File: src/rtl/decode_pkg.sv
// Shared definitions for the instruction decode stage.
// Holds the instruction field layout, the opcode, mode, fault-cause and
// format codes, and the vector types that give the decode bus its widths.
// Every design and bench file refers to these by scoped names.

`default_nettype none

package decode_pkg;

	// ======================================================================
	// Types
	// ======================================================================
	typedef logic [31:0] instr_t;
	typedef logic [6:0]  opcode_t;
	typedef logic [4:0]  reg_t;
	typedef logic [31:0] value_t;
	typedef logic [1:0]  mode_t;
	typedef logic [1:0]  cause_t;
	// Operand format of an opcode, used by the register and constant decoders
	typedef logic [2:0]  fmt_t;

	// Operating modes
	localparam mode_t MODE_USER    = 2'd0;
	localparam mode_t MODE_MACHINE = 2'd3;

	// Fault causes, in rising priority order when more than one applies
	localparam cause_t FLT_NONE   = 2'd0;
	localparam cause_t FLT_BADREG = 2'd1;
	localparam cause_t FLT_UNIMP  = 2'd2;

	// ======================================================================
	// Opcodes and field positions
	// ======================================================================
	localparam opcode_t OP_NOP   = 7'h00;
	localparam opcode_t OP_ADD   = 7'h01;
	localparam opcode_t OP_ADDI  = 7'h02;
	localparam opcode_t OP_LUI   = 7'h03;
	localparam opcode_t OP_MUL   = 7'h04;
	localparam opcode_t OP_DIV   = 7'h05;
	localparam opcode_t OP_LOAD  = 7'h10;
	localparam opcode_t OP_STORE = 7'h11;
	localparam opcode_t OP_BEQ   = 7'h20;
	localparam opcode_t OP_FENCE = 7'h30;

	localparam int FLD_OP_HI    = 6;
	localparam int FLD_OP_LO    = 0;
	localparam int FLD_RD_HI    = 11;
	localparam int FLD_RD_LO    = 7;
	localparam int FLD_RS1_HI   = 16;
	localparam int FLD_RS1_LO   = 12;
	localparam int FLD_RS2_HI   = 21;
	localparam int FLD_RS2_LO   = 17;
	localparam int FLD_IMM15_HI = 31;
	localparam int FLD_IMM15_LO = 17;
	localparam int FLD_IMM20_HI = 31;
	localparam int FLD_IMM20_LO = 12;
	localparam int FLD_SYNC_HI  = 31;
	localparam int FLD_SYNC_LO  = 24;

	// In user mode the registers from here up are reserved for the kernel
	localparam reg_t PRIV_REG_BASE = 5'd28;

	// Operand formats
	localparam fmt_t FMT_NONE = 3'd0;
	localparam fmt_t FMT_R    = 3'd1;
	localparam fmt_t FMT_I    = 3'd2;
	localparam fmt_t FMT_S    = 3'd3;
	localparam fmt_t FMT_U    = 3'd4;

	// Format of each opcode. NOP, FENCE and any unknown opcode use no operands
	function automatic fmt_t op_format(input opcode_t op);
		case (op)
		OP_ADD, OP_MUL, OP_DIV: return FMT_R;
		OP_ADDI, OP_LOAD:       return FMT_I;
		OP_STORE, OP_BEQ:       return FMT_S;
		OP_LUI:                 return FMT_U;
		default:                return FMT_NONE;
		endcase
	endfunction

endpackage

`default_nettype wire

File: src/rtl/decode_class.sv
// Instruction class decoder.
// Turns the opcode into one class flag, which later stages use to steer
// the instruction to a functional unit. An opcode outside the table
// raises unimp and leaves every class flag low.
// Purely combinational.

`timescale 1ns/100ps
`default_nettype none

module decode_class (
	input  wire decode_pkg::instr_t instr,
	output logic                    is_alu,
	output logic                    is_mul,
	output logic                    is_div,
	output logic                    is_load,
	output logic                    is_store,
	output logic                    is_branch,
	output logic                    is_fence,
	output logic                    is_nop,
	output logic                    unimp
);

	decode_pkg::opcode_t op;

	assign op = instr[decode_pkg::FLD_OP_HI:decode_pkg::FLD_OP_LO];

	// ======================================================================
	// Opcode to class
	// ======================================================================
	always_comb begin
		is_alu    = 1'b0;
		is_mul    = 1'b0;
		is_div    = 1'b0;
		is_load   = 1'b0;
		is_store  = 1'b0;
		is_branch = 1'b0;
		is_fence  = 1'b0;
		is_nop    = 1'b0;
		unimp     = 1'b0;

		case (op)
		decode_pkg::OP_NOP:
			is_nop = 1'b1;
		// The simple integer unit handles the add forms and the upper immediate
		decode_pkg::OP_ADD, decode_pkg::OP_ADDI, decode_pkg::OP_LUI:
			is_alu = 1'b1;
		decode_pkg::OP_MUL:
			is_mul = 1'b1;
		// Division is multi-cycle and gets its own unit
		decode_pkg::OP_DIV:
			is_div = 1'b1;
		decode_pkg::OP_LOAD:
			is_load = 1'b1;
		decode_pkg::OP_STORE:
			is_store = 1'b1;
		decode_pkg::OP_BEQ:
			is_branch = 1'b1;
		decode_pkg::OP_FENCE:
			is_fence = 1'b1;
		default:
			unimp = 1'b1;
		endcase
	end

endmodule

`default_nettype wire

File: src/rtl/decode_const.sv
// Constant decoder.
// Builds the immediate for the I, S and U formats and the branch target
// of a conditional branch, relative to the instruction address.
// PC_W is the address width and is passed down from the top level.
// Purely combinational.

`timescale 1ns/100ps
`default_nettype none

module decode_const #(
	parameter int PC_W = 32
) (
	input  wire decode_pkg::instr_t instr,
	input  wire [PC_W-1:0]          ip,
	output decode_pkg::value_t      imm,
	output logic                    has_imm,
	output logic [PC_W-1:0]         br_target
);

	localparam int IMM15_W = decode_pkg::FLD_IMM15_HI - decode_pkg::FLD_IMM15_LO + 1;
	localparam int VAL_W   = $bits(decode_pkg::value_t);

	decode_pkg::opcode_t op;
	decode_pkg::fmt_t    fmt;
	decode_pkg::value_t  imm_s;
	decode_pkg::value_t  imm_u;
	logic [PC_W-1:0]     imm_pc;

	assign op  = instr[decode_pkg::FLD_OP_HI:decode_pkg::FLD_OP_LO];
	assign fmt = decode_pkg::op_format(op);

	// I and S formats share the 15-bit field at the top, sign-extended
	assign imm_s = {{(VAL_W - IMM15_W){instr[decode_pkg::FLD_IMM15_HI]}},
		instr[decode_pkg::FLD_IMM15_HI:decode_pkg::FLD_IMM15_LO]};

	// The U constant lands in the upper bits, low 12 bits clear
	assign imm_u = decode_pkg::value_t'(instr[decode_pkg::FLD_IMM20_HI:decode_pkg::FLD_IMM20_LO])
		<< decode_pkg::FLD_IMM20_LO;

	always_comb begin
		case (fmt)
		decode_pkg::FMT_I, decode_pkg::FMT_S: begin
			imm     = imm_s;
			has_imm = 1'b1;
		end
		decode_pkg::FMT_U: begin
			imm     = imm_u;
			has_imm = 1'b1;
		end
		default: begin
			imm     = '0;
			has_imm = 1'b0;
		end
		endcase
	end

	// Displacement fitted to the address width, sign kept if the address is wider
	assign imm_pc = PC_W'($signed(imm));

	// Only the conditional branch carries a target, the sum wraps at PC_W bits
	assign br_target = (op == decode_pkg::OP_BEQ) ? ip + imm_pc : '0;

endmodule

`default_nettype wire

File: src/rtl/decode_regs.sv
// Register specifier decoder.
// Picks the destination and the two source specifiers out of the
// instruction word according to the opcode's format, flags the ones that
// read as register zero, and reports a privileged register in user mode.
// Purely combinational; the top level registers the results.

`timescale 1ns/100ps
`default_nettype none

module decode_regs (
	input  wire decode_pkg::instr_t instr,
	input  wire decode_pkg::mode_t  om,
	output decode_pkg::reg_t        rd,
	output decode_pkg::reg_t        rs1,
	output decode_pkg::reg_t        rs2,
	output logic                    rdz,
	output logic                    rs1z,
	output logic                    rs2z,
	output logic                    has_rs2,
	output logic                    priv_fault
);

	decode_pkg::fmt_t fmt;
	decode_pkg::reg_t fld_rd;
	decode_pkg::reg_t fld_rs1;
	decode_pkg::reg_t fld_rs2;
	logic             use_rd;
	logic             use_rs1;
	logic             is_user;

	assign fmt = decode_pkg::op_format(instr[decode_pkg::FLD_OP_HI:decode_pkg::FLD_OP_LO]);

	// Raw fields, before the format decides which of them mean anything
	assign fld_rd  = instr[decode_pkg::FLD_RD_HI:decode_pkg::FLD_RD_LO];
	assign fld_rs1 = instr[decode_pkg::FLD_RS1_HI:decode_pkg::FLD_RS1_LO];
	assign fld_rs2 = instr[decode_pkg::FLD_RS2_HI:decode_pkg::FLD_RS2_LO];

	// Stores and branches have no destination
	assign use_rd  = fmt == decode_pkg::FMT_R || fmt == decode_pkg::FMT_I ||
		fmt == decode_pkg::FMT_U;
	assign use_rs1 = fmt == decode_pkg::FMT_R || fmt == decode_pkg::FMT_I ||
		fmt == decode_pkg::FMT_S;
	assign has_rs2 = fmt == decode_pkg::FMT_R || fmt == decode_pkg::FMT_S;

	assign rd  = use_rd ? fld_rd : '0;
	assign rs1 = use_rs1 ? fld_rs1 : '0;

	// S-format reuses the destination field for its second source, which
	// keeps the immediate field contiguous at the top of the word
	always_comb begin
		case (fmt)
		decode_pkg::FMT_R: rs2 = fld_rs2;
		decode_pkg::FMT_S: rs2 = fld_rd;
		default:           rs2 = '0;
		endcase
	end

	// An unused specifier reads as 0, so it also reports as zero
	assign rdz  = rd == '0;
	assign rs1z = rs1 == '0;
	assign rs2z = rs2 == '0;

	// Unused specifiers are 0 and never reach the privileged range
	assign is_user    = om == decode_pkg::MODE_USER;
	assign priv_fault = is_user && (rd >= decode_pkg::PRIV_REG_BASE ||
		rs1 >= decode_pkg::PRIV_REG_BASE || rs2 >= decode_pkg::PRIV_REG_BASE);

endmodule

`default_nettype wire

File: src/rtl/decoder.sv
// Instruction decode stage, top level.
// Feeds the fetched word to the register, constant and class decoders and
// registers their results as the decode bus on every enabled clock edge.
// On the way it adds the memory and fence flags and the fault cause.
// The pipeline stalls this stage by lowering en, which holds the outputs.

`timescale 1ns/100ps
`default_nettype none

module decoder #(
	parameter int PC_W = 32
) (
	input  wire                     clk,
	input  wire                     rst,
	input  wire                     en,
	input  wire [PC_W-1:0]          ip,
	input  wire decode_pkg::mode_t  om,
	input  wire decode_pkg::instr_t instr,
	input  wire                     instr_valid,
	output logic                    dec_valid,
	output decode_pkg::reg_t        rd,
	output decode_pkg::reg_t        rs1,
	output decode_pkg::reg_t        rs2,
	output logic                    rdz,
	output logic                    rs1z,
	output logic                    rs2z,
	output logic                    has_rs2,
	output decode_pkg::value_t      imm,
	output logic                    has_imm,
	output logic [PC_W-1:0]         br_target,
	output logic                    is_alu,
	output logic                    is_mul,
	output logic                    is_div,
	output logic                    is_load,
	output logic                    is_store,
	output logic                    is_branch,
	output logic                    is_fence,
	output logic                    is_nop,
	output logic                    mem,
	output logic                    sync,
	output decode_pkg::cause_t      cause
);

	// Combinational decode of the current word
	decode_pkg::reg_t   d_rd, d_rs1, d_rs2;
	logic               d_rdz, d_rs1z, d_rs2z, d_has_rs2, priv_fault;
	decode_pkg::value_t d_imm;
	logic               d_has_imm;
	logic [PC_W-1:0]    d_br_target;
	logic               d_alu, d_mul, d_div, d_load, d_store, d_branch, d_fence, d_nop;
	logic               unimp;
	logic               sync_all;
	logic               slot_clear;
	logic               slot_unimp;

	decode_regs u_regs (
		.instr(instr), .om(om),
		.rd(d_rd), .rs1(d_rs1), .rs2(d_rs2),
		.rdz(d_rdz), .rs1z(d_rs1z), .rs2z(d_rs2z),
		.has_rs2(d_has_rs2), .priv_fault(priv_fault)
	);

	decode_const #(.PC_W(PC_W)) u_const (
		.instr(instr), .ip(ip),
		.imm(d_imm), .has_imm(d_has_imm), .br_target(d_br_target)
	);

	decode_class u_class (
		.instr(instr),
		.is_alu(d_alu), .is_mul(d_mul), .is_div(d_div), .is_load(d_load),
		.is_store(d_store), .is_branch(d_branch), .is_fence(d_fence), .is_nop(d_nop),
		.unimp(unimp)
	);

	// A full fence only when every sync bit is set
	assign sync_all = &instr[decode_pkg::FLD_SYNC_HI:decode_pkg::FLD_SYNC_LO];

	// Empty slot, or an opcode we cannot decode. Both load the reset image
	assign slot_clear = en && !instr_valid;
	assign slot_unimp = en && instr_valid && unimp;

	// ======================================================================
	// Decode bus register
	// ======================================================================
	always_ff @(posedge clk) begin
		if (rst || slot_clear || slot_unimp) begin
			dec_valid <= 1'b0;
			{rd, rs1, rs2} <= '0;
			rdz       <= 1'b1;
			{rs1z, rs2z, has_rs2} <= '0;
			imm       <= '0;
			has_imm   <= 1'b0;
			br_target <= '0;
			{is_alu, is_mul, is_div, is_load, is_store, is_branch, is_fence} <= '0;
			is_nop    <= 1'b1;
			{mem, sync} <= '0;
			cause     <= decode_pkg::FLT_NONE;
			// An unknown opcode is still a real slot and carries its fault onward
			if (!rst && slot_unimp) begin
				dec_valid <= 1'b1;
				is_nop    <= 1'b0;
				cause     <= decode_pkg::FLT_UNIMP;
			end
		end
		else if (en) begin
			dec_valid <= 1'b1;
			{rd, rs1, rs2} <= {d_rd, d_rs1, d_rs2};
			{rdz, rs1z, rs2z, has_rs2} <= {d_rdz, d_rs1z, d_rs2z, d_has_rs2};
			imm       <= d_imm;
			has_imm   <= d_has_imm;
			br_target <= d_br_target;
			{is_alu, is_mul, is_div, is_load} <= {d_alu, d_mul, d_div, d_load};
			{is_store, is_branch, is_fence, is_nop} <= {d_store, d_branch, d_fence, d_nop};
			mem       <= d_load || d_store;
			sync      <= d_fence && sync_all;
			// Unknown opcodes were handled above, so only the register check is left
			cause     <= priv_fault ? decode_pkg::FLT_BADREG : decode_pkg::FLT_NONE;
		end
	end

endmodule

`default_nettype wire

File: config.mk
export PLATFORM = sky130hd
export DESIGN_NAME = decoder
export DESIGN_NICKNAME = d
export VERILOG_FILES = /design/src/rtl/decode_pkg.sv /design/src/rtl/decode_class.sv /design/src/rtl/decode_const.sv /design/src/rtl/decode_regs.sv /design/src/rtl/decoder.sv
export SDC_FILE = /design/constraint.sdc
export NUM_CORES = 1
export LEC_CHECK = 0
export BUFFER_PORTS_ARGS = -buffer_cell sky130_fd_sc_hd__buf_2
export CAP_MARGIN = 30
export CORE_ASPECT_RATIO = 1.2
export CORE_MARGIN = 2
export CORE_UTILIZATION = 56
export DETAILED_ROUTE_END_ITERATION = 7
export PLACE_DENSITY = 0.95
export SLEW_MARGIN = 20
export SYNTH_ARGS = -nofsm -noshare
export SYNTH_HDL_FRONTEND = slang
export SYNTH_SLANG_ARGS = --single-unit
export TNS_END_PERCENT = 50
File: constraint.sdc
create_clock -name clk -period 10.85 [get_ports clk]
set_input_delay 0.5425 -clock clk [delete_from_list [all_inputs] [get_ports clk]]
set_output_delay 0.5425 -clock clk [all_outputs]
set_load 0.02 [all_outputs]
==> impl_metrics.py <==
metrics = {
    "clock_network": {
        "cts.root.buffer_cell": "clkbuf_16",
        "post_cts_hold_buffer_count": 0,
        "clock_sink_count": 97,
        "h-tree-depth": 3,
        "ctsResizeCount": 0,
        "tritoncts": "done",
        "clock_latency_ps": 340,
        "tritoncts.num_buffers": 9,
        "clk_pin_slew_worst_paths_ps": 70,
        "post_cts_buffers": 0,
        "maximum_number_of_buffers_from_clock_root_to_sink": 2,
    },
    "run": {
        "cap_viol_max_count": 0,
    },
    "grt": {
        "first_global_vias": 5373,
        "groute.usage.overall_pct": 32.3,
        "globalRoute.totalOverflow": 0,
        "wire_length_of_the_first_global_routing_pass_mm": 27.0,
        "antenna_found_initial": 0,
        "largest_net_degree_at_the_start_of_global_routing": 65,
    },
    "routing": {
        "detail_route.wl_per_cell_um": 19.3,
        "routed_via_density": 6.26,
        "detailedRoute.firstIterationViolations": 470,
        "drc_violation_count_after_routing": 0,
        "detailroute.via_count": 5715,
        "detail_route.first_pass.iterations": 6,
        "antenna_viol_nets_final": 0,
        "finalWirelength_mm": 17.6,
    },
    "power": {
        "p_leak_nw": 3.21,
        "power_per_cell_area_nw_per_um2": 124,
        "ir_worst_vdd_v": 0.000102,
        "p_total_mw": 0.837,
    },
    "worst_setup_path": {
        "rr_worst_depth": 3,
        "element_type_at_the_critical_path_end": "flop",
        "rrSetupSlack_ps": 9980,
        "setup.worst_path.class": "in -> reg",
        "timing.critical_path.from": "instr[0]",
        "worst-path-max-fanout": 17,
        "critPathRequiredTime_ps": 11090,
        "rr_startpoint": "br_target[30]$_SDFFE_PN0P_",
        "critPathCapture": "br_target[29]$_SDFFE_PN0P_",
        "worstPathArrival_ps": 4820,
        "worst_r2r_endpoint": "br_target[30]$_SDFFE_PN0P_",
        "cp-start-kind": "input pin",
    },
    "placement": {
        "dpl_cell_area_um2": 6410,
        "dp_worst_setup_slack_ps": 5970,
        "detailed_place_hpwl_mm": 13.3,
        "globalplace.congestion": 0.932,
        "portBuffers": 166,
        "placed_cells_incl_taps": 897,
    },
    "sta": {
        "slew-limit-headroom_pct": 47.4,
        "setup_tns_ps": 0,
        "final_worst_clock_skew_ps": 0,
        "finalWorstPathRequiredPeriod_ps": 4580,
        "grt_setup_unrepaired": "no",
        "timing.final.ws_setup_ps": 6270,
        "final_hold_viol_count": 0,
        "timing.fmax_mhz": 218,
        "setup_viol": 0,
        "drv_slew": 0,
        "tightest_slew_ps": 784,
        "post-route-period-util_pct": 42.2,
    },
    "synthesis": {
        "synth-seq-cells": 97,
        "ys_types": 65,
        "synth.yosys.warnings": 0,
        "synth_top_flop_cell": "dfxtp_1",
        "synth_largest_area_cell": "dfxtp_1",
        "synth_nets": 742,
        "seq_area_frac_synth_pct": 35.8,
        "synth-async-reset-ratio_pct": 0,
        "syn_inst": 640,
        "synth_top_area_share_pct": 33.6,
        "avgSynthCellArea_um2": 8.65,
        "synth.area.top_cells": "dfxtp_1, a22o_1, ha_1",
        "post_synth_instance_area_um2": 5540,
        "number_of_synthesized_flops_with_an_enable_pin": 4,
    },
    "layout": {
        "finalNetCount": 887,
        "ant_diodes": 0,
        "share_of_cells_above_drive_strength_1_pct": 25.8,
        "final_common_cell": "buf_2",
        "fin_cells": 913,
        "final_cell_area_um2": 6770,
        "total_area_of_multi_input_combinational_cells_um2": 3370,
        "most_used_cells_in_the_layout_excluding_fill_and_tap_cells": "buf_2, dfxtp_1, a21oi_1, nand2_1, a22o_1",
        "final.fill_count": 774,
        "seqCellArea_um2": 1980,
        "syn_to_final_growth_pct": 22.2,
    },
    "floorplanning": {
        "core_area_um2": 9560,
        "width_of_the_chip_um": 94.8,
        "die_outline_area_um2": 10700,
        "ioPinCount": 167,
        "row_count": 39,
        "initial_utilization_pct": 57.9,
        "dieHeight_um": 113,
    },
    "hold_path": {
        "worst_hold_path_type": "in -> reg",
    },
    "run_status": {
        "outcome": "complete, no violations",
    },
}
==> state kept, by name, summed over array words and instances, names as in the netlist, 2 cells and up <==
name       count
rd             5
rs2            5
rs1            5
imm           32
cause          2
br_target     32
==> area by class of cell <==
type,count,area share [%]
inverters,6,0.333
flip-flops and latches,97,29.3
clock inverters,6,1.66
multi-input cells,500,49.8
well taps,123,2.27
repair buffers,171,13.1
clock buffers,10,3.53
==> power by group <==
part	switching (mW)	leakage, nW	internal (mW)
combinational	0.0621	2.24	0.0352
clock	0.144	0.173	0.233
sequential	0.00132	0.792	0.361
total	0.207	3.21	0.629
==> metrics by stage <==
step	util, %	hold WS (ps)
2_1_floorplan	-	541
3_3_place_gp	66.7	433
3_5_place_dp	67.0	452
4_1_cts	70.7	452
5_1_grt	70.7	463
6_report	70.7	456
==> worst min-delay path by stage <==
stage                                         to              startpoint  slack, ps  depth (start not counted)
after global routing         rs1[1]$_SDFFE_PN0P_               instr[13]        460                          2
after floorplan              is_alu$_SDFFE_PN0P_     is_alu$_SDFFE_PN0P_        540                          2
after global placement    is_branch$_SDFFE_PN0P_  is_branch$_SDFFE_PN0P_        430                          1
after CTS                    rs1[1]$_SDFFE_PN0P_               instr[13]        450                          2
after detailed placement  is_branch$_SDFFE_PN0P_  is_branch$_SDFFE_PN0P_        450                          1
final                        rs1[1]$_SDFFE_PN0P_               instr[13]        460                          2
==> cells in the mapped netlist, types with 3 or more instances <==
cell	number
a211oi_1	13
a21o_1	29
a21oi_1	61
a221oi_1	3
a22o_1	46
a22oi_1	3
and2_1	13
and3_1	7
buf_2	6
buf_6	4
clkbuf_1	24
dfxtp_1	93
edfxtp_1	4
ha_1	31
inv_1	5
mux2i_1	6
nand2_1	59
nand2b_1	15
nand3_1	17
nand3b_1	4
nand4_1	10
nand4b_1	3
nor2_1	43
nor2b_1	4
nor3_1	13
nor3b_1	3
o211ai_1	6
o21a_1	8
o21ai_0	25
o21ai_1	3
o21bai_1	4
o31ai_1	3
or2_2	4
or3_1	5
or4_1	3
xnor2_1	11
xor2_1	12
==> per-layer routing <==
| metal | global-route usage [%] | share of wire [%] | wire length [µm] | vias up |
|---|---|---|---|---|
| li1 | - | - | - | 2669 |
| met4 | 15.1 | 3.9 | 687 | 0 |
| met2 | 55.6 | 50 | 8760 | 263 |
| met1 | 38.8 | 40 | 6990 | 2730 |
| met3 | 5.59 | 6.9 | 1220 | 53 |
| met5 | 0 | 0 | 0 | - |
==> cells by family (layout without fill, tap and decap cells) <==
logic type / Yosys count / in the layout / share of synthesized area, %
buf+inv: 43 / 193 / 3.73
flops: 97 / 97 / 35.8
mux: 6 / 6 / 1.08
xor+xnor: 23 / 23 / 3.64
compound gates: 228 / 228 / 28.9
simple gates: 210 / 210 / 19.3
fa+ha+maj: 33 / 33 / 7.57
==> critical path, cell delays in order <==
cell	delay (ps)
buf_2	160
or3b_1	420
a21o_1	220
a21oi_2	540
and2_1	600
a21o_1	180
ha_1	330
o21ai_0	290
o21a_1	200
nor3_1	70
a211o_1	270
o311ai_1	290
a21boi_1	120
or3_1	320
a32o_1	260
Note: power is estimated with default switching activity, not from simulation.
